**config.mk**
```make
export PLATFORM = sky130hd
export DESIGN_NAME = instrDecodeTop
export DESIGN_NICKNAME = d
export VERILOG_FILES = /design/src/rtl/decodePkg.sv /design/src/rtl/ctrlBus.sv /design/src/rtl/instrDecodeTop.sv /design/src/rtl/decodeStage.sv /design/src/rtl/aluFuncDecoder.sv /design/src/rtl/mainDecoder.sv
export SDC_FILE = /design/constraint.sdc
export NUM_CORES = 1
export LEC_CHECK = 0
export ABC_AREA = 1
export BUFFER_PORTS_ARGS = -buffer_cell sky130_fd_sc_hd__buf_4
export CORE_ASPECT_RATIO = 1.5
export CORE_MARGIN = 8
export CORE_UTILIZATION = 35
export DETAILED_ROUTE_END_ITERATION = 10
export PLACE_DENSITY_LB_ADDON = 0.25
export SYNTH_ARGS = -nofsm -noshare
export SYNTH_HDL_FRONTEND = slang
export SYNTH_SLANG_ARGS = --single-unit
```
**constraint.sdc**
```tcl
create_clock -name clk -period 1.4 [get_ports clk]
set_input_delay 0.21 -clock clk [delete_from_list [all_inputs] [get_ports clk]]
set_output_delay 0.21 -clock clk [all_outputs]
set_load 0.01 [all_outputs]
```
**src/rtl/decodePkg.sv**
```systemverilog
package decodePkg;

    // Primary opcodes, instr[31:26]
    localparam logic [5:0] OpSpecial  = 6'b000000;  // R-type
    localparam logic [5:0] OpJ        = 6'b000010;
    localparam logic [5:0] OpJal      = 6'b000011;
    localparam logic [5:0] OpAddi     = 6'b001000;
    localparam logic [5:0] OpAddiu    = 6'b001001;
    localparam logic [5:0] OpSlti     = 6'b001010;
    localparam logic [5:0] OpSltiu    = 6'b001011;
    localparam logic [5:0] OpAndi     = 6'b001100;
    localparam logic [5:0] OpOri      = 6'b001101;
    localparam logic [5:0] OpXori     = 6'b001110;
    localparam logic [5:0] OpSpecial2 = 6'b011100;  // MUL lives here
    localparam logic [5:0] OpSpecial3 = 6'b011111;  // SEB, SEH
    localparam logic [5:0] OpLb       = 6'b100000;
    localparam logic [5:0] OpLh       = 6'b100001;
    localparam logic [5:0] OpLw       = 6'b100011;
    localparam logic [5:0] OpSb       = 6'b101000;
    localparam logic [5:0] OpSh       = 6'b101001;
    localparam logic [5:0] OpSw       = 6'b101011;

    // R-type function codes, instr[5:0]
    localparam logic [5:0] FnSll   = 6'b000000;
    localparam logic [5:0] FnSrl   = 6'b000010;
    localparam logic [5:0] FnSra   = 6'b000011;
    localparam logic [5:0] FnAdd   = 6'b100000;
    localparam logic [5:0] FnAddu  = 6'b100001;
    localparam logic [5:0] FnSub   = 6'b100010;
    localparam logic [5:0] FnSubu  = 6'b100011;
    localparam logic [5:0] FnAnd   = 6'b100100;
    localparam logic [5:0] FnOr    = 6'b100101;
    localparam logic [5:0] FnXor   = 6'b100110;
    localparam logic [5:0] FnNor   = 6'b100111;
    localparam logic [5:0] FnSlt   = 6'b101010;
    localparam logic [5:0] FnSltu  = 6'b101011;
    localparam logic [5:0] FnMul   = 6'b000010;  // Under SPECIAL2
    localparam logic [5:0] FnBshfl = 6'b100000;  // Under SPECIAL3

    // BSHFL sub-codes carried in the shamt field
    localparam logic [4:0] SaSeb = 5'b10000;
    localparam logic [4:0] SaSeh = 5'b11000;

    localparam logic [4:0] LinkReg = 5'd31;  // JAL return address

    typedef enum logic [4:0] {
        AluAdd, AluAddu, AluSub, AluSubu,
        AluAnd, AluOr, AluXor, AluNor,
        AluSlt, AluSltu, AluSll, AluSrl,
        AluSra, AluMul, AluSeb, AluSeh
    } aluOp_t;

    typedef enum logic [1:0] {MemByte, MemHalf, MemWord} memSize_t;

    typedef enum logic [1:0] {DstRd, DstRt, DstLink} regDst_t;

endpackage
```
**src/rtl/ctrlBus.sv**
```systemverilog
`timescale 1ns/1ps

interface ctrlBus;
    import decodePkg::*;

    logic     regWrite;
    logic     aluSrc;     // Second ALU operand is the immediate
    logic     memRead;
    logic     memWrite;
    logic     memToReg;   // Writeback from memory
    memSize_t memSize;
    regDst_t  regDst;
    logic     signExt;
    logic     jump;
    logic     opIllegal;  // Opcode not decoded

    modport source (
        output regWrite, aluSrc, memRead, memWrite, memToReg,
        output memSize, regDst, signExt, jump, opIllegal
    );

    modport sink (
        input regWrite, aluSrc, memRead, memWrite, memToReg,
        input memSize, regDst, signExt, jump, opIllegal
    );

endinterface

```
**src/rtl/instrDecodeTop.sv**
```systemverilog
`timescale 1ns/1ps

module instrDecodeTop #(
    parameter int DataWidth = 32
) (
    input  logic                   clk,
    input  logic                   rstN,
    input  logic                   instrValid,
    input  logic [31:0]            instr,
    output logic                   outValid,
    output logic                   regWrite,
    output logic                   aluSrc,
    output logic                   memRead,
    output logic                   memWrite,
    output logic                   memToReg,
    output decodePkg::memSize_t    memSize,
    output logic                   jump,
    output logic                   illegal,
    output decodePkg::aluOp_t      aluOp,
    output logic [4:0]             writeReg,
    output logic [DataWidth-1:0]   immExt
);
    import decodePkg::*;

    aluOp_t decAluOp;     // From function decoder
    logic   funcIllegal;

    ctrlBus ctrl ();

    mainDecoder uMainDec (
        .opcode (instr[31:26]),
        .ctrl   (ctrl.source)
    );

    aluFuncDecoder uAluDec (
        .opcode      (instr[31:26]),
        .funct       (instr[5:0]),
        .shamt       (instr[10:6]),
        .aluOp       (decAluOp),
        .funcIllegal (funcIllegal)
    );

    decodeStage #(
        .DataWidth (DataWidth)
    ) uStage (
        .clk         (clk),
        .rstN        (rstN),
        .instrValid  (instrValid),
        .rt          (instr[20:16]),
        .rd          (instr[15:11]),
        .imm         (instr[15:0]),
        .ctrl        (ctrl.sink),
        .aluOp       (decAluOp),
        .funcIllegal (funcIllegal),
        .outValid    (outValid),
        .regWrite    (regWrite),
        .aluSrc      (aluSrc),
        .memRead     (memRead),
        .memWrite    (memWrite),
        .memToReg    (memToReg),
        .memSize     (memSize),
        .jump        (jump),
        .illegal     (illegal),
        .aluOpOut    (aluOp),
        .writeReg    (writeReg),
        .immExt      (immExt)
    );

endmodule

```
**src/rtl/decodeStage.sv**
```systemverilog
`timescale 1ns/1ps

module decodeStage #(
    parameter int DataWidth = 32
) (
    input  logic                   clk,
    input  logic                   rstN,
    input  logic                   instrValid,
    input  logic [4:0]             rt,
    input  logic [4:0]             rd,
    input  logic [15:0]            imm,
    ctrlBus.sink                   ctrl,
    input  decodePkg::aluOp_t      aluOp,
    input  logic                   funcIllegal,
    output logic                   outValid,
    output logic                   regWrite,
    output logic                   aluSrc,
    output logic                   memRead,
    output logic                   memWrite,
    output logic                   memToReg,
    output decodePkg::memSize_t    memSize,
    output logic                   jump,
    output logic                   illegal,
    output decodePkg::aluOp_t      aluOpOut,
    output logic [4:0]             writeReg,
    output logic [DataWidth-1:0]   immExt
);
    import decodePkg::*;

    logic                 illegalNext;
    logic [4:0]           writeRegNext;
    logic [DataWidth-1:0] immExtNext;

    assign illegalNext = ctrl.opIllegal | funcIllegal;

    always_comb begin
        case (ctrl.regDst)
            DstRd:   writeRegNext = rd;
            DstLink: writeRegNext = LinkReg;
            default: writeRegNext = rt;
        endcase
    end

    // Sign or zero extension of the 16-bit field
    assign immExtNext = ctrl.signExt ? {{(DataWidth-16){imm[15]}}, imm}
                                     : {{(DataWidth-16){1'b0}}, imm};

    always_ff @(posedge clk or negedge rstN) begin
        if (!rstN) begin
            outValid <= 1'b0;
            regWrite <= 1'b0;
            aluSrc   <= 1'b0;
            memRead  <= 1'b0;
            memWrite <= 1'b0;
            memToReg <= 1'b0;
            memSize  <= MemByte;
            jump     <= 1'b0;
            illegal  <= 1'b0;
            aluOpOut <= AluAdd;
            writeReg <= '0;
            immExt   <= '0;
        end else begin
            outValid <= instrValid;  // One-cycle strobe, delayed
            if (instrValid) begin
                // Side effects are suppressed for illegal instructions
                regWrite <= ctrl.regWrite & ~illegalNext;
                memRead  <= ctrl.memRead & ~illegalNext;
                memWrite <= ctrl.memWrite & ~illegalNext;
                jump     <= ctrl.jump & ~illegalNext;
                aluSrc   <= ctrl.aluSrc;
                memToReg <= ctrl.memToReg;
                memSize  <= ctrl.memSize;
                illegal  <= illegalNext;
                aluOpOut <= aluOp;
                writeReg <= writeRegNext;
                immExt   <= immExtNext;
            end
        end
    end

endmodule

```
**src/rtl/aluFuncDecoder.sv**
```systemverilog
`timescale 1ns/1ps

module aluFuncDecoder (
    input  logic [5:0]       opcode,
    input  logic [5:0]       funct,
    input  logic [4:0]       shamt,
    output decodePkg::aluOp_t aluOp,
    output logic             funcIllegal
);
    import decodePkg::*;

    always_comb begin
        aluOp       = AluAdd;
        funcIllegal = 1'b0;

        case (opcode)
            OpSpecial: begin
                case (funct)
                    FnAdd:   aluOp = AluAdd;
                    FnAddu:  aluOp = AluAddu;
                    FnSub:   aluOp = AluSub;
                    FnSubu:  aluOp = AluSubu;
                    FnAnd:   aluOp = AluAnd;
                    FnOr:    aluOp = AluOr;
                    FnXor:   aluOp = AluXor;
                    FnNor:   aluOp = AluNor;
                    FnSlt:   aluOp = AluSlt;
                    FnSltu:  aluOp = AluSltu;
                    FnSll:   aluOp = AluSll;
                    FnSrl:   aluOp = AluSrl;
                    FnSra:   aluOp = AluSra;
                    default: funcIllegal = 1'b1;  // JR among others
                endcase
            end

            OpSpecial2: begin
                if (funct == FnMul) aluOp = AluMul;
                else                funcIllegal = 1'b1;
            end

            OpSpecial3: begin
                // BSHFL picks its op from shamt
                if (funct == FnBshfl && shamt == SaSeb) begin
                    aluOp = AluSeb;
                end else if (funct == FnBshfl && shamt == SaSeh) begin
                    aluOp = AluSeh;
                end else begin
                    funcIllegal = 1'b1;
                end
            end

            OpAddi:  aluOp = AluAdd;
            OpAddiu: aluOp = AluAddu;
            OpSlti:  aluOp = AluSlt;
            OpSltiu: aluOp = AluSltu;
            OpAndi:  aluOp = AluAnd;
            OpOri:   aluOp = AluOr;
            OpXori:  aluOp = AluXor;

            OpLb, OpLh, OpLw, OpSb, OpSh, OpSw: begin
                aluOp = AluAddu;  // Address calculation
            end

            OpJ, OpJal: aluOp = AluAdd;

            // Unknown opcodes are flagged by the main decoder
            default: aluOp = AluAdd;
        endcase
    end

endmodule

```
**src/rtl/mainDecoder.sv**
```systemverilog
`timescale 1ns/1ps

module mainDecoder (
    input  logic [5:0]    opcode,
    ctrlBus.source        ctrl
);
    import decodePkg::*;

    always_comb begin
        // Defaults describe a harmless no-op
        ctrl.regWrite  = 1'b0;
        ctrl.aluSrc    = 1'b0;
        ctrl.memRead   = 1'b0;
        ctrl.memWrite  = 1'b0;
        ctrl.memToReg  = 1'b0;
        ctrl.regDst    = DstRd;
        ctrl.signExt   = 1'b0;
        ctrl.jump      = 1'b0;
        ctrl.opIllegal = 1'b0;

        case (opcode)
            OpSpecial, OpSpecial2, OpSpecial3: begin
                ctrl.regWrite = 1'b1;  // Register operands, result to rd
                ctrl.regDst   = DstRd;
            end

            OpAddi, OpAddiu, OpSlti, OpSltiu: begin
                ctrl.regWrite = 1'b1;
                ctrl.aluSrc   = 1'b1;
                ctrl.regDst   = DstRt;
                ctrl.signExt  = 1'b1;
            end

            OpAndi, OpOri, OpXori: begin
                ctrl.regWrite = 1'b1;
                ctrl.aluSrc   = 1'b1;
                ctrl.regDst   = DstRt;
                ctrl.signExt  = 1'b0;  // Logic ops zero-extend
            end

            OpLb, OpLh, OpLw: begin
                ctrl.regWrite = 1'b1;
                ctrl.aluSrc   = 1'b1;
                ctrl.memRead  = 1'b1;
                ctrl.memToReg = 1'b1;
                ctrl.regDst   = DstRt;
                ctrl.signExt  = 1'b1;  // Base plus signed offset
            end

            OpSb, OpSh, OpSw: begin
                ctrl.aluSrc   = 1'b1;
                ctrl.memWrite = 1'b1;
                ctrl.regDst   = DstRt;
                ctrl.signExt  = 1'b1;
            end

            OpJ: begin
                ctrl.jump = 1'b1;
            end

            OpJal: begin
                ctrl.jump     = 1'b1;
                ctrl.regWrite = 1'b1;
                ctrl.regDst   = DstLink;  // Return address into r31
            end

            default: begin
                ctrl.opIllegal = 1'b1;  // Branches, LUI and the rest
            end
        endcase

        // Access width for loads and stores
        case (opcode)
            OpLb, OpSb: ctrl.memSize = MemByte;
            OpLh, OpSh: ctrl.memSize = MemHalf;
            default:    ctrl.memSize = MemWord;
        endcase
    end

endmodule

```
==> summary.md <==
* **total die area** 8520 sq um
* **number of placement rows** 34
* **clock tree skew after final layout** 0 ns
* **number of ports placed on the die boundary** 87
* **starting density of the core** 35.5%
* **drt drc** 0
* **Critical Path Source Type** register
* **most used standard cell by instance count after synthesis** sky130_fd_sc_hd__nand2_1
* **Routed WL per cell** 13.2 um
* **CP cell instances** buf_4
* **share of synthesized area occupied by flip-flops and latches** 44.6%
* **cells on worst reg2reg path** 3
* **maximum number of pins on one net before global-route repair** 39
* **share of synthesized registers carrying an async set or reset** 100%
* **clock sink count** 36
* **post-synth top area share** 44.6%
* **GRT Overall Usage** 13.5%
* **leakage power summed over all cells** 1.51 nW
* **EDFF count, synth** 0
* **drt via density** 4.69
* **launching point of the worst reg2reg path** uStage.regWrite
* **Min-Delay Path Class** in -> reg
* **overflow left after global routing** 0
* **result of the run** complete, no violations
* **final count of hold timing violations** 0
* **post-route ant nets** 0
* **Worst R2R End** uStage.regWrite
* **Root Buffer Master** sky130_fd_sc_hd__clkbuf_8
* **count of buffering cells on the critical path with inverters included** 1
* **number of synthesized register bits** 36
* **clock network latency to the later pin of the worst-skew pair** 0.27 ns
* **Detailed Route Iter0 Violations** 171
* **share of post-route cells with drive strength above 1** 31.0%
* **max-cap violations** 0
* **initial antenna violation count** 0
* **Crit-path slowest cell** sky130_fd_sc_hd__dfrtp_2
* **number of setup violations in the final report** 0
* **syn nets** 319
* **drt pass-1 iters** 4
* **DPL Wire Length** 4460 um
* **Setup Crit Path Kind** reg -> out
* **layout-stage area growth over the synthesis result** 34.1%
* **Pwr Density** 892 nW/um^2
* **number of buffers inserted by port buffering** 80
* **routed vias** 2001
* **clock transition at the registers of the reported paths** 0.08 ns
* **number of global-route vias before repair** 2020
* **largest fanout on the critical path** 17
* **number of antenna diodes** 0
* **Die Y** 109 um
* **category of the worst setup path capture point** primary output
* **worst hold path startpoint** instr[9]
* **Post-Synthesis Mean Instance Area** 7.12 sq um
* **final critical path time including I/O delays and setup** 1.18 ns
* **final clock period utilization by the worst path** 84.4%
* **arrival time of data at the critical path endpoint** 0.97 ns
* **unrepaired setup endpoints after global routing** no
* **CTS tree** yes
* **global-route wire length before repair** 9450 um
* **Largest stage delay, worst path** 0.52 ns
* **highest achievable clock rate** 846 MHz
* **standard cell core area** 5700 sq um
* **prevailing post-synth register cell** sky130_fd_sc_hd__dfrtp_1
* **total wirelength of the detailed-routed design** 5620 um
* **final-layout fill cell count** 609
* **required time of the worst setup path** 1.19 ns
* **post-synthesis instance area** 2020 sq um
* **top cells by count, synth** sky130_fd_sc_hd__nand2_1, sky130_fd_sc_hd__dfrtp_1, sky130_fd_sc_hd__inv_1, sky130_fd_sc_hd__nor2_1, sky130_fd_sc_hd__nand3_1
* **final RePlAce weighted congestion** 0.866
* **Num CTS Buffers** 5
* **number of slew-limit violations in the final report** 0
* **peak supply drop** 294 uV
* **NumNets Final** 390
* **cells after synthesis** 284
* **CTS H-tree lvls** 2
* **Max clock buf depth** 2
* **post-layout total power** 2.42 mW
* **count of cell types in the netlist** 26
* **summed negative setup slack over all endpoints** 0 ns
* **cell types with the largest area share after synthesis** sky130_fd_sc_hd__dfrtp_1, sky130_fd_sc_hd__nand2_1, sky130_fd_sc_hd__buf_4
* **WHS Path Cells** 3
* **kind of cell with the highest combined delay on the critical path** flip-flops
* **Synth warnings** 0
* **post-synthesis cell type with the largest combined area** sky130_fd_sc_hd__dfrtp_1
* **width of the chip** 78.1 um
* **Reg2Reg Setup Slack** 0.53 ns
* **Min-Delay Endpoint** uStage.immExt[9]
-- what timing repair did --
item,in CTS,in global routing
endpoints found under the hold margin,36,0
endpoints found under the setup margin,0,16
resized for setup,0,1
buffers inserted,0,0
hold buffers,1,0
-- sequential cells by signal, indices dropped and copies added, names as in the netlist --
name	flops
uStage.aluSrc	1
uStage.memWrite	1
uStage.memToReg	1
uStage.regWrite	1
uStage.writeReg	5
uStage.memSize	2
uStage.jump	1
uStage.outValid	1
uStage.illegal	1
uStage.immExt	17
uStage.aluOpOut	4
uStage.memRead	1
-- how the worst max path moves through the flow --
stage | start | endpoint | slack (ns) | depth (start not counted)
2_1_floorplan | instr[27] | uStage.regWrite | 0.27 | 9
3_3_place_gp | instr[31] | uStage.illegal | 0.07 | 10
3_5_place_dp | instr[29] | uStage.illegal | 0.04 | 9
4_1_cts | uStage.immExt[30] | immExt[25] | 0.04 | 1
5_1_grt | instr[29] | uStage.illegal | 0.09 | 9
6_report | uStage.immExt[30] | immExt[20] | 0.22 | 1
-- kinds of logic (layout without fill, tap and decap cells) --
kind of cell           after synthesis  after routing  synth area share, %
AND/OR/NAND/NOR                    161            161                 33.7
other                                1              1                0.185
buffers and inverters               57            128                 13.8
flip-flops                          36             36                 44.6
AO/OA/AOI/OAI                       29             29                 7.74
-- routing by layer --
metal / up-vias / GRT usage [%] / wire (um)
met1: 921 / 14.8 / 2160
met5: - / 0 / 0
met4: 0 / 4.79 / 88
met3: 6 / 3.80 / 378
li1: 1006 / - / -
met2: 68 / 24.4 / 2990
-- power breakdown --
| part | switching [mW] | total [mW] | leakage [nW] | internal, mW |
|---|---|---|---|---|
| sequential | 0.0470 | 1.17 | 0.448 | 1.12 |
| clock | 0.361 | 0.699 | 0.0410 | 0.339 |
| combinational | 0.295 | 0.553 | 1.02 | 0.258 |
| total | 0.702 | 2.42 | 1.51 | 1.72 |
-- layout by cell type (no fill, tap or decap), types with 2 or more instances in the layout --
| master | count |
|---|---|
| sky130_fd_sc_hd__clkbuf_8 | 5 |
| sky130_fd_sc_hd__buf_4 | 86 |
| sky130_fd_sc_hd__nand3_1 | 22 |
| sky130_fd_sc_hd__o21ai_1 | 8 |
| sky130_fd_sc_hd__a21oi_1 | 4 |
| sky130_fd_sc_hd__nor2_1 | 25 |
| sky130_fd_sc_hd__o21ai_0 | 12 |
| sky130_fd_sc_hd__inv_1 | 25 |
| sky130_fd_sc_hd__inv_2 | 7 |
| sky130_fd_sc_hd__nor3_1 | 8 |
| sky130_fd_sc_hd__nand2_2 | 4 |
| sky130_fd_sc_hd__nand2_1 | 96 |
| sky130_fd_sc_hd__nor2_2 | 2 |
| sky130_fd_sc_hd__dfrtp_1 | 35 |
-- final cells by class --
type	count	area, sq um	share of cell area (%)
Multi-Input combinational cell	191	842	31.1
Timing Repair Buffer	88	676	24.9
Clock buffer	6	72.6	2.68
Inverter	33	124	4.57
Sequential cell	36	902	33.3
Clock inverter	1	5.00	0.185
Tap cell	72	90.1	3.32
-- through the flow --
stage,worst slack (ns),hold WS [ns],util (%),std cells,instance area (sq um)
2_1_floorplan,0.266,-0.0856,-,284,2020
3_3_place_gp,0.0662,0.196,46.0,419,2620
3_5_place_dp,0.0363,0.203,46.0,419,2620
4_1_cts,0.0382,0.127,47.5,427,2710
5_1_grt,0.0947,0.133,47.6,427,2710
6_report,0.218,0.136,47.6,427,2710
Power figures use the tool's default switching activity.
